**src/common/rvc_settings.svh**
```systemverilog
`ifndef RVC_SETTINGS_SVH
`define RVC_SETTINGS_SVH

// instruction widths
`define RVC_ILEN 32
`define RVC_CLEN 16

// --------------------
// major opcodes of the expanded instructions
`define RVC_OPC_LOAD   7'b0000011
`define RVC_OPC_STORE  7'b0100011
`define RVC_OPC_OP_IMM 7'b0010011
`define RVC_OPC_OP     7'b0110011
`define RVC_OPC_LUI    7'b0110111
`define RVC_OPC_BRANCH 7'b1100011
`define RVC_OPC_JAL    7'b1101111
`define RVC_OPC_JALR   7'b1100111

`define RVC_EBREAK 32'h00100073

// fixed register numbers
`define RVC_REG_SP 5'd2
`define RVC_REG_RA 5'd1

// quadrant codes in bits 1 to 0
`define RVC_QUAD_0 2'b00
`define RVC_QUAD_1 2'b01
`define RVC_QUAD_2 2'b10

`endif

```
**src/common/rvc_pkg.sv**
```systemverilog
`default_nettype none

`include "rvc_settings.svh"

package rvc_pkg;

  // --------------------
  // vector types

  // full width instruction word
  typedef logic [`RVC_ILEN-1:0] instr_t;

  // compressed instruction parcel
  typedef logic [`RVC_CLEN-1:0] cinstr_t;

  // architectural register number
  typedef logic [4:0] reg_t;

  // three bit register field of the CIW, CL, CS, CA and CB formats
  typedef logic [2:0] creg_t;

  typedef logic [2:0] funct3_t;

  // --------------------
  // expander result

  // what one quadrant expander hands back to the top level
  typedef struct packed {
    instr_t instr;
    logic   illegal;
  } rvc_result_t;

  // --------------------
  // helpers

  // compressed register fields only reach x8 to x15
  function automatic reg_t expand_creg(input creg_t creg);
    reg_t full_reg;
    full_reg = {2'b01, creg};
    return full_reg;
  endfunction

endpackage

`default_nettype wire

```
**src/hw/rvc_decoder/rvc_quadrant0.sv**
```systemverilog
`timescale 1ns/1ps
`default_nettype none

`include "rvc_settings.svh"

module rvc_quadrant0 import rvc_pkg::*; (
  input  cinstr_t     cinstr_i,
  output rvc_result_t result_o
);

  funct3_t funct3;
  reg_t    rdp_reg;
  reg_t    rs1p_reg;

  // rd' and rs2' share bits 4 to 2 in this quadrant
  assign funct3   = cinstr_i[15:13];
  assign rdp_reg  = expand_creg(cinstr_i[4:2]);
  assign rs1p_reg = expand_creg(cinstr_i[9:7]);

  always_comb begin
    result_o.instr   = '0;
    result_o.illegal = 1'b0;

    unique case (funct3)
      // c.addi4spn becomes addi rd', x2, nzuimm
      3'b000: begin
        result_o.instr = {
          2'b00,
          cinstr_i[10:7],
          cinstr_i[12:11],
          cinstr_i[5],
          cinstr_i[6],
          2'b00,
          `RVC_REG_SP,
          3'b000,
          rdp_reg,
          `RVC_OPC_OP_IMM
        };
        // zero immediate is reserved
        if (cinstr_i[12:5] == 8'd0) begin
          result_o.illegal = 1'b1;
        end
      end

      // c.lw becomes lw rd' from rs1' plus a word offset
      3'b010: begin
        result_o.instr = {
          5'b00000,
          cinstr_i[5],
          cinstr_i[12:10],
          cinstr_i[6],
          2'b00,
          rs1p_reg,
          3'b010,
          rdp_reg,
          `RVC_OPC_LOAD
        };
      end

      // c.sw becomes sw rs2' to rs1' plus a word offset
      3'b110: begin
        result_o.instr = {
          5'b00000,
          cinstr_i[5],
          cinstr_i[12],
          rdp_reg,
          rs1p_reg,
          3'b010,
          cinstr_i[11:10],
          cinstr_i[6],
          2'b00,
          `RVC_OPC_STORE
        };
      end

      // floating point, RV64 and Zcb slots are not supported
      default: begin
        result_o.illegal = 1'b1;
      end
    endcase
  end

endmodule

`default_nettype wire

```
**src/hw/rvc_decoder/rvc_quadrant1.sv**
```systemverilog
`timescale 1ns/1ps
`default_nettype none

`include "rvc_settings.svh"

module rvc_quadrant1 import rvc_pkg::*; (
  input  cinstr_t     cinstr_i,
  output rvc_result_t result_o
);

  funct3_t     funct3;
  reg_t        rd_reg;
  reg_t        rdp_reg;
  reg_t        rs2p_reg;
  logic [11:0] imm6_sext;
  logic [19:0] jal_imm;

  assign funct3   = cinstr_i[15:13];
  assign rd_reg   = cinstr_i[11:7];
  assign rdp_reg  = expand_creg(cinstr_i[9:7]);
  assign rs2p_reg = expand_creg(cinstr_i[4:2]);

  // six bit immediate of c.addi, c.li and c.andi
  assign imm6_sext = {{6{cinstr_i[12]}}, cinstr_i[12], cinstr_i[6:2]};

  // --------------------
  // jump offset
  // CJ bits reordered into the jal imm[20|10:1|11|19:12] layout
  assign jal_imm = {
    cinstr_i[12],
    cinstr_i[8],
    cinstr_i[10:9],
    cinstr_i[6],
    cinstr_i[7],
    cinstr_i[2],
    cinstr_i[11],
    cinstr_i[5:3],
    {9{cinstr_i[12]}}
  };

  always_comb begin
    result_o.instr   = '0;
    result_o.illegal = 1'b0;

    unique case (funct3)
      // c.addi and c.nop
      3'b000: begin
        result_o.instr = {imm6_sext, rd_reg, 3'b000, rd_reg, `RVC_OPC_OP_IMM};
      end

      // c.jal links through x1 on RV32
      3'b001: begin
        result_o.instr = {jal_imm, `RVC_REG_RA, `RVC_OPC_JAL};
      end

      // c.li adds to x0
      3'b010: begin
        result_o.instr = {imm6_sext, 5'd0, 3'b000, rd_reg, `RVC_OPC_OP_IMM};
      end

      3'b011: begin
        if (rd_reg == `RVC_REG_SP) begin
          // c.addi16sp scales the immediate by 16
          result_o.instr = {
            {3{cinstr_i[12]}},
            cinstr_i[4:3],
            cinstr_i[5],
            cinstr_i[2],
            cinstr_i[6],
            4'b0000,
            `RVC_REG_SP,
            3'b000,
            `RVC_REG_SP,
            `RVC_OPC_OP_IMM
          };
        end else begin
          // c.lui sign extends bit 17 upward
          result_o.instr = {{15{cinstr_i[12]}}, cinstr_i[6:2], rd_reg, `RVC_OPC_LUI};
        end
      end

      // --------------------
      // arithmetic group on rd'
      3'b100: begin
        unique case (cinstr_i[11:10])
          // srli and srai differ only in bit 30
          2'b00, 2'b01: begin
            result_o.instr = {
              1'b0,
              cinstr_i[10],
              4'b0000,
              cinstr_i[12],
              cinstr_i[6:2],
              rdp_reg,
              3'b101,
              rdp_reg,
              `RVC_OPC_OP_IMM
            };
          end

          2'b10: begin
            result_o.instr = {imm6_sext, rdp_reg, 3'b111, rdp_reg, `RVC_OPC_OP_IMM};
          end

          default: begin
            // register to register forms
            unique case ({cinstr_i[12], cinstr_i[6:5]})
              3'b000: begin
                result_o.instr = {7'b0100000, rs2p_reg, rdp_reg, 3'b000, rdp_reg, `RVC_OPC_OP};
              end
              3'b001: begin
                result_o.instr = {7'b0000000, rs2p_reg, rdp_reg, 3'b100, rdp_reg, `RVC_OPC_OP};
              end
              3'b010: begin
                result_o.instr = {7'b0000000, rs2p_reg, rdp_reg, 3'b110, rdp_reg, `RVC_OPC_OP};
              end
              3'b011: begin
                result_o.instr = {7'b0000000, rs2p_reg, rdp_reg, 3'b111, rdp_reg, `RVC_OPC_OP};
              end
              // subw, addw and the Zcb codes
              default: begin
                result_o.illegal = 1'b1;
              end
            endcase
          end
        endcase
      end

      // c.j discards the link
      3'b101: begin
        result_o.instr = {jal_imm, 5'd0, `RVC_OPC_JAL};
      end

      // c.beqz and c.bnez compare rs1' with x0, bit 13 picks bne
      default: begin
        result_o.instr = {
          {4{cinstr_i[12]}},
          cinstr_i[6:5],
          cinstr_i[2],
          5'd0,
          rdp_reg,
          2'b00,
          cinstr_i[13],
          cinstr_i[11:10],
          cinstr_i[4:3],
          cinstr_i[12],
          `RVC_OPC_BRANCH
        };
      end
    endcase
  end

endmodule

`default_nettype wire

```
**src/hw/rvc_decoder/rvc_quadrant2.sv**
```systemverilog
`timescale 1ns/1ps
`default_nettype none

`include "rvc_settings.svh"

module rvc_quadrant2 import rvc_pkg::*; (
  input  cinstr_t     cinstr_i,
  output rvc_result_t result_o
);

  funct3_t funct3;
  reg_t    rd_reg;
  reg_t    rs2_reg;

  assign funct3  = cinstr_i[15:13];
  assign rd_reg  = cinstr_i[11:7];
  assign rs2_reg = cinstr_i[6:2];

  always_comb begin
    result_o.instr   = '0;
    result_o.illegal = 1'b0;

    unique case (funct3)
      3'b000: begin
        result_o.instr = {
          6'b000000,
          cinstr_i[12],
          rs2_reg,
          rd_reg,
          3'b001,
          rd_reg,
          `RVC_OPC_OP_IMM
        };
      end

      // c.lwsp loads from sp plus a scaled offset
      3'b010: begin
        result_o.instr = {
          4'b0000,
          cinstr_i[3:2],
          cinstr_i[12],
          cinstr_i[6:4],
          2'b00,
          `RVC_REG_SP,
          3'b010,
          rd_reg,
          `RVC_OPC_LOAD
        };
        if (rd_reg == 5'd0) begin
          result_o.illegal = 1'b1;
        end
      end

      // --------------------
      // jump, move and add group
      3'b100: begin
        if (rs2_reg != 5'd0) begin
          // bit 12 selects add over mv
          result_o.instr = {
            7'b0000000,
            rs2_reg,
            cinstr_i[12] ? rd_reg : 5'd0,
            3'b000,
            rd_reg,
            `RVC_OPC_OP
          };
        end else if (rd_reg != 5'd0) begin
          // jr links through x0 and jalr through x1
          result_o.instr = {
            12'd0,
            rd_reg,
            3'b000,
            cinstr_i[12] ? `RVC_REG_RA : 5'd0,
            `RVC_OPC_JALR
          };
        end else if (cinstr_i[12]) begin
          result_o.instr = `RVC_EBREAK;
        end else begin
          // jr to x0 is reserved
          result_o.illegal = 1'b1;
        end
      end

      // c.swsp stores rs2 to sp plus a scaled offset
      3'b110: begin
        result_o.instr = {
          4'b0000,
          cinstr_i[8:7],
          cinstr_i[12],
          rs2_reg,
          `RVC_REG_SP,
          3'b010,
          cinstr_i[11:9],
          2'b00,
          `RVC_OPC_STORE
        };
      end

      // fldsp, ldsp, fsdsp, sdsp and the Zcmp and Zcmt space
      default: begin
        result_o.illegal = 1'b1;
      end
    endcase
  end

endmodule

`default_nettype wire

```
**src/hw/rvc_decoder/rvc_decoder.sv**
```systemverilog
`timescale 1ns/1ps
`default_nettype none

`include "rvc_settings.svh"

module rvc_decoder import rvc_pkg::*; (
  input  instr_t instr_i,
  output instr_t instr_o,
  output logic   illegal_instr_o,
  output logic   is_compressed_o
);

  cinstr_t     cinstr;
  rvc_result_t quad0_result;
  rvc_result_t quad1_result;
  rvc_result_t quad2_result;
  rvc_result_t sel_result;

  // only the low parcel carries a compressed instruction
  assign cinstr = instr_i[`RVC_CLEN-1:0];

  rvc_quadrant0 u_quad0 (
    .cinstr_i (cinstr),
    .result_o (quad0_result)
  );

  rvc_quadrant1 u_quad1 (
    .cinstr_i (cinstr),
    .result_o (quad1_result)
  );

  rvc_quadrant2 u_quad2 (
    .cinstr_i (cinstr),
    .result_o (quad2_result)
  );

  // --------------------
  // quadrant select
  always_comb begin
    is_compressed_o    = 1'b1;
    sel_result.instr   = instr_i;
    sel_result.illegal = 1'b0;

    unique case (instr_i[1:0])
      `RVC_QUAD_0: sel_result = quad0_result;
      `RVC_QUAD_1: sel_result = quad1_result;
      `RVC_QUAD_2: sel_result = quad2_result;
      // full width word passes through
      default: is_compressed_o = 1'b0;
    endcase
  end

  // an illegal parcel is handed on as fetched
  assign illegal_instr_o = sel_result.illegal;
  assign instr_o         = sel_result.illegal ? instr_i : sel_result.instr;

endmodule

`default_nettype wire

```
**config.mk**
```make
export PLATFORM = sky130hd
export DESIGN_NAME = rvc_decoder
export DESIGN_NICKNAME = d
export VERILOG_FILES = /design/src/common/rvc_pkg.sv /design/src/hw/rvc_decoder/rvc_quadrant0.sv /design/src/hw/rvc_decoder/rvc_quadrant1.sv /design/src/hw/rvc_decoder/rvc_quadrant2.sv /design/src/hw/rvc_decoder/rvc_decoder.sv
export VERILOG_INCLUDE_DIRS = /design/src /design/src/common
export SDC_FILE = /design/constraint.sdc
export NUM_CORES = 1
export LEC_CHECK = 0
export BUFFER_PORTS_ARGS = -buffer_cell sky130_fd_sc_hd__buf_2
export CAP_MARGIN = 40
export CORE_MARGIN = 1.5
export CORE_UTILIZATION = 30
export DETAILED_ROUTE_END_ITERATION = 6
export GPL_TIMING_DRIVEN = 0
export PLACE_DENSITY = 0.56
export SKIP_LAST_GASP = 1
export SYNTH_ARGS = -nofsm -noshare
export SYNTH_HDL_FRONTEND = slang
export SYNTH_SLANG_ARGS = --single-unit
export TNS_END_PERCENT = 30
```
**constraint.sdc**
```tcl
create_clock -name vclk -period 1.9
set_input_delay 0.095 -clock vclk [all_inputs]
set_output_delay 0.095 -clock vclk [all_outputs]
set_load 0.005 [all_outputs]
```
==> results.txt, run 1 <==
----------------------------------------------------
[Route]
  Iteration-0 DRC Markers ... approximately 710
  Total length of routed wires ... roughly 11,000 um
  Via count of the routed design ... roughly 3,100
  DR DRC count ... 0
  Average wire length per cell after detail routing ... about 24 um
  Routed Antenna Nets ... 0
  Average vias per placed instance ... around 7
  First-pass iteration count of the detailed router ... 6

[Placed design]
  DP Worst Slack ... -472 ps
  Detailed placement HPWL ... roughly 7800 um
  Inst Count DP ... ~450
  Buffers added on ports ... 60
  Area of placed instances ... ~2400 sq um
  Final estimated routing congestion in global placement ... between 1 and 1.5

[Power and ir drop]
  Leak ... approximately 1.1 nW
  Switching power total ... roughly 410 uW
  Combinational Power Share ... 100.0%
  Cell Pwr Density ... between 200 and 300 nW/um^2
  Part of the total power dissipated in the clock network ... 0%
  Maximum VDD drop ... 0.111 mV
  Sw frac ... between 50% and 60%
  Total internal power ... 297 uW
  Power consumption ... 707 uW
  Register share of total power ... 0%

[Floorplanning]
  Effective utilization at floorplan ... 30.7%
  Boundary pin count ... 66
  Count of standard-cell rows ... 29
  Chip width ... between 80 and 90 um
  Chip height ... just over 80 um
  Standard cell core area ... 6280 sq um
  Die Outline Area ... just under 7000 sq um

[Final layout]
  Net count, final ... between 400 and 500
  Final sequential cell count ... 0
  Number of fill cells in the layout ... roughly 690
  Final-layout clock buffer total ... 0
  Final cell count without fillers ... 458
  Final core utilization ... approximately 42%
  Sequential standard cell area ... 0 sq um
  Fraction of layout cells with a size suffix above 1 ... 35.4%
  Final Cell Area ... 2640 sq um
  Growth of design area from synthesis to finish ... 36.9%
  ANT cells ... 0

[Yosys]
  Combinational family with the most area after synthesis ... compound AO/OA/AOI/OAI gates
  Top cell type by total area after synthesis ... o21ai_0
  Xor/xnor cell area share of the yosys netlist ... 0%
  Synth Area in Compound Gates ... 52.5%
  Synthesis warning total ... 0
  Synth area leaders ... o21ai_0, a21oi_1, clkbuf_1
  Post-synthesis area per instance ... around 6.3 sq um
  Netlist cell types ... 63
  Simple-gate share of the synthesized area ... approximately 31%
  Proportion of synthesized chip area in sequential cells ... 0%
  Cell area after synthesis ... 1930 sq um
  Post-Synthesis Net Count ... around 340
  Yosys top cell area share ... approximately 7%
  Adder and majority cell fraction of the synthesized area ... 0%
  Gate Count Post-Synth ... 307
  Post-synthesis mux area share ... approximately 6.1%

[Global routing]
  Global-route wire length before repair ... 16,600 um
  Maximum number of pins on one net before global-route repair ... 11
  Antenna violations before repair ... 0
  Number of global-route vias before repair ... around 2,900
  Overall Global Routing Usage ... about 30%
  Leftover overflow at the end of global routing ... 0

[Outcome]
  Result of the run ... complete, but fails checks
  Violated checks ... setup timing

[Timing]
  Highest achievable clock rate ... 458 MHz
  Setup TNS ... -6590 ps
  Hold Slack ... roughly 470 ps
  Min setup slack post-route ... -281 ps
  Final hold violation count ... 0
  RSZ-0062 raised after global routing ... true
  Crit path time final ... approximately 2200 ps
  Relative slew slack ... 57.4%
  Final setup vio count ... 32
  Actual slew at the worst max-slew pin ... between 600 and 700 ps
  Final clock period utilization by the worst path ... 115%
  Number of pins exceeding their max-slew limit in the final report ... 0

[Setup path]
  Most common cell on crit path ... buf_6
  Highest cell delay on the worst timing path ... approximately 580 ps
  Worst-path maximum fanout ... 5
  Cell with the biggest individual delay on the critical path ... or4_4
  Setup Crit Path Kind ... input port to primary output
  Capturing element type of the critical path ... primary output
  Arrival time at the worst endpoint ... ~2100 ps
  Critical Path Source Type ... input port
  Ordered cell list for the critical path ... buf_12 -> or4_4 -> or3_1 -> o21ba_4 -> nor2_4 -> buf_6 -> mux2_4 -> buf_6
  Data required, critical path ... about 1800 ps

[Worst hold path]
  Worst hold path class ... input port to primary output

[Run]
  Max-cap violation count ... 0

----------------------------------------------------
==> placed cells by master, fill, tap and decap left out, types with 7 or more instances in the layout <==
cell	n
o31ai_1	7
nand2b_1	9
nand3_1	8
o211ai_1	10
o21ai_0	26
nor2_1	22
clkbuf_2	15
inv_1	9
buf_2	59
a21oi_1	23
clkbuf_1	16
nand2_1	19
a31oi_1	13
buf_4	9
a221o_1	10
==> Yosys cell counts, types with 6 or more instances <==
cell type / instances
nor2_1: 23
a221o_1: 10
nand2b_1: 11
o21ai_0: 27
nand2_1: 19
o22ai_1: 6
clkbuf_1: 31
inv_1: 9
o31ai_1: 7
a21oi_1: 25
nor2b_1: 6
a31oi_1: 13
nand3_1: 9
o21a_1: 6
o211ai_1: 10
==> path summary, 6_finish.rpt <==
| kind | startpoint | end | slack (ps) | cells after the start |
|---|---|---|---|---|
| hold / removal | instr_i[25] | instr_o[25] | 470 | 3 |
| setup / recovery | instr_i[9] | instr_o[13] | -280 | 8 |
==> power by group through the flow <==
stage	clock network (mW)	logic [mW]	registers, mW
after global routing	0	0.746	0
after global placement	0	0.615	0
after floorplan	0	0.375	0
final	0	0.707	0
after detailed placement	0	0.610	0
after CTS	0	0.668	0
==> cell families after synthesis <==
logic type,count (synthesis)
multiplexers,9
AND/OR/NAND/NOR,106
AO/OA/AOI/OAI,146
buffers and inverters,46
==> layer usage <==
metal / share of wire [%] / wire length [um] / global-route usage [%] / vias up
li1: - / - / - / 1348
met1: 39 / 4190 / 40.2 / 1401
met2: 41 / 4420 / 43.6 / 311
met3: 13 / 1460 / 6.96 / 70
met4: 6.9 / 745 / 16.5 / 0
met5: 0 / 0 / 0 / -
==> critical path: cells and delay by family <==
family | cells | cell delay [ps]
muxes | 1 | 300
and+or+nand+nor | 3 | 1040
AOI/OAI and AO/OA | 1 | 280
buffers and inverters | 3 | 350
==> final cells by class <==
cell class | instances | area [sq um] | area share, %
Buffer | 37 | 185 | 7.02
Inverter | 9 | 33.8 | 1.28
Tap cell | 77 | 96.3 | 3.65
Timing Repair Buffer | 74 | 460 | 17.5
Multi-Input combinational cell | 261 | 1860 | 70.6
==> repair_timing <==
| item | in CTS | in global routing |
|---|---|---|
| pin swaps | 7 | 13 |
| setup buffers | 7 | 3 |
| gates cloned | 2 | 0 |
| gates resized for setup | 26 | 30 |
| hold buffers | 0 | 0 |
| endpoints found under the setup margin | 33 | 33 |
Power figures use the tool's default switching activity.
==> run 2: changes to the inputs <==
--- a/config.mk
+++ b/config.mk
@@ -8,11 +8,13 @@
 export LEC_CHECK = 0
 export BUFFER_PORTS_ARGS = -buffer_cell sky130_fd_sc_hd__buf_2
 export CAP_MARGIN = 40
+export CELL_PAD_IN_SITES_DETAIL_PLACEMENT = 0
+export CELL_PAD_IN_SITES_GLOBAL_PLACEMENT = 2
 export CORE_MARGIN = 1.5
-export CORE_UTILIZATION = 30
+export CORE_UTILIZATION = 25
 export DETAILED_ROUTE_END_ITERATION = 6
 export GPL_TIMING_DRIVEN = 0
-export PLACE_DENSITY = 0.56
+export PLACE_DENSITY = 0.84
 export SKIP_LAST_GASP = 1
 export SYNTH_ARGS = -nofsm -noshare
 export SYNTH_HDL_FRONTEND = slang
==> results.txt, run 2 (same netlist as run 1, synthesis figures left out) <==
----------------------------------------------------
[Floorplanning]
  Effective utilization at floorplan ... 26.1% (-4.5 points)
  Count of standard-cell rows ... 31 (+6.9%)
  Standard cell core area ... 7370 sq um (+17%)
  Chip height ... 90.8 um (+9.2%)
  Boundary pin count ... 66 (unchanged)
  Die Outline Area ... 8240 sq um (+19%)
  Chip width ... 90.8 um (+9.2%)

[Placed design]
  Final estimated routing congestion in global placement ... 0.975 (-5.0%)
  Detailed placement HPWL ... 8020 um (+2.7%)
  Buffers added on ports ... 60 (unchanged)

[Power and ir drop]
  Maximum VDD drop ... 0.0949 mV (-15%)
  Leak ... 1.07 nW (+0.50%)
  Power consumption ... 724 uW (+2.5%)
  Cell Pwr Density ... 269 nW/um^2 (+0.41%)

[Timing]
  Actual slew at the worst max-slew pin ... 692 ps (+55.1 ps)
  Final setup vio count ... 33 (+3.1%)
  Relative slew slack ... 53.7% (-3.7 points)
  Final clock period utilization by the worst path ... 115% (about the same)
  Highest achievable clock rate ... 459 MHz (about the same)
  Number of pins exceeding their max-slew limit in the final report ... 0 (unchanged)
  Crit path time final ... 2180 ps (-1.05 ps)
  Final hold violation count ... 0 (unchanged)
  RSZ-0062 raised after global routing ... true
  Min setup slack post-route ... -280 ps (+1.05 ps)

[Setup path]
  Setup Crit Path Kind ... input port to primary output
  Cell with the biggest individual delay on the critical path ... or4_4
  Data required, critical path ... 1800 ps (about the same)
  Most common cell on crit path ... or4_4
  Worst-path maximum fanout ... 5 (unchanged)
  Ordered cell list for the critical path ... buf_6 -> or4_4 -> or4_4 -> and4_4 -> nand2_8 -> buf_8 -> a221o_1 -> buf_2
  Capturing element type of the critical path ... primary output
  Arrival time at the worst endpoint ... 2090 ps (about the same)
  Critical Path Source Type ... input port
  Highest cell delay on the worst timing path ... 580 ps (about the same)

[Global routing]
  Maximum number of pins on one net before global-route repair ... 11 (unchanged)
  Overall Global Routing Usage ... 26.3% (-3.6 points)
  Number of global-route vias before repair ... 2,970 (+0.85%)
  Leftover overflow at the end of global routing ... 0 (unchanged)
  Global-route wire length before repair ... 17,200 um (+3.7%)
  Antenna violations before repair ... 0 (unchanged)

[Route]
  Iteration-0 DRC Markers ... 438 (-38%)
  DR DRC count ... 0 (unchanged)
  Routed Antenna Nets ... 0 (unchanged)
  Average wire length per cell after detail routing ... 23.8 um (+0.59%)
  Via count of the routed design ... 3,154 (+0.77%)
  Total length of routed wires ... 11,400 um (+5.0%)
  First-pass iteration count of the detailed router ... 5 (-1)
  Average vias per placed instance ... 6.60 (-3.4%)

[Outcome]
  Result of the run ... complete, but fails checks
  Violated checks ... setup timing

[Worst hold path]
  Hold wc startpoint ... instr_i[25]
  Capture endpoint of the worst hold path ... instr_o[25]
  Number of cells on the worst hold path ... 3 (unchanged)
  Worst hold path class ... input port to primary output

[Final layout]
  Growth of design area from synthesis to finish ... 39.7%
  Fraction of layout cells with a size suffix above 1 ... 34.6% (-0.87 points)
  Net count, final ... 413 (-0.48%)
  ANT cells ... 0 (unchanged)
  Commonest non-fill, non-tap cells in the layout ... buf_2, o21ai_0, a21oi_1
  Final-layout clock buffer total ... 0 (unchanged)
  Number of fill cells in the layout ... 839 (+22%)
  Sequential standard cell area ... 0 sq um (unchanged)
  Final core utilization ... 36.5% (-5.5 points)
  Most common library cell in the layout ignoring fill and taps ... buf_2
  Final sequential cell count ... 0 (unchanged)

[Run]
  Max-cap violation count ... 0 (unchanged)

----------------------------------------------------
==> run 2: changes by cell type in the layout (fill, tap and decap cells not counted), sizes merged <==
cell / delta
buf: -1
clkbuf: -1
==> run 2: layout make-up <==
class	instances	area [sq um]	share of cell area (%)
Multi-Input combinational cell	261	1860	69.1
Timing Repair Buffer	72	484	18.0
Buffer	37	190	7.06
Tap cell	99	124	4.60
Inverter	9	33.8	1.25
==> run 2: stage by stage <==
stage	setup WS (ps)	hold slack (ps)	std cells	instance area, sq um	setup TNS (ps)
after global placement	-1160	467	466	2370	-26870
after global routing	-308	480	478	2690	-8210
after CTS	-296	470	474	2570	-7510
final	-280	464	478	2690	-6800
after floorplan	42.7	283	307	1950	0
after detailed placement	-585	469	468	2390	-13270
==> run 2: worst max-delay path by stage <==
stage,start,to,slack (ps),depth (start not counted)
after floorplan,instr_i[7],instr_o[13],40,7
after global placement,instr_i[10],instr_o[23],-1160,8
after detailed placement,instr_i[10],instr_o[23],-580,9
after CTS,instr_i[10],instr_o[22],-300,8
after global routing,instr_i[6],instr_o[1],-310,8
final,instr_i[10],instr_o[6],-280,8
==> run 2: critical path, delay by kind of cell <==
kind | cells | cell delay, ps
AO/OA/AOI/OAI | 1 | 160
buffers and inverters | 3 | 340
AND/OR/NAND/NOR | 4 | 1480
==> run 2: power by group <==
| group | internal, mW | total [mW] | switching (mW) |
|---|---|---|---|
| registers | 0 | 0 | 0 |
| logic | 0.307 | 0.724 | 0.417 |
| clock network | 0 | 0 | 0 |
==> run 2: routing by layer <==
layer / GRT usage, % / part of all wire, %
met4: 11.8 / 5.4
met2: 38.4 / 41
met3: 7.15 / 13
met5: 0 / 0
met1: 35.5 / 41
==> run 2: timing repair <==
item,in CTS,in global routing
pin swaps,8,7
gates resized for setup,31,38
gates cloned,2,0
setup endpoints to repair,33,33
hold buffers,0,0
setup buffers,4,4
endpoints found under the hold margin,0,0
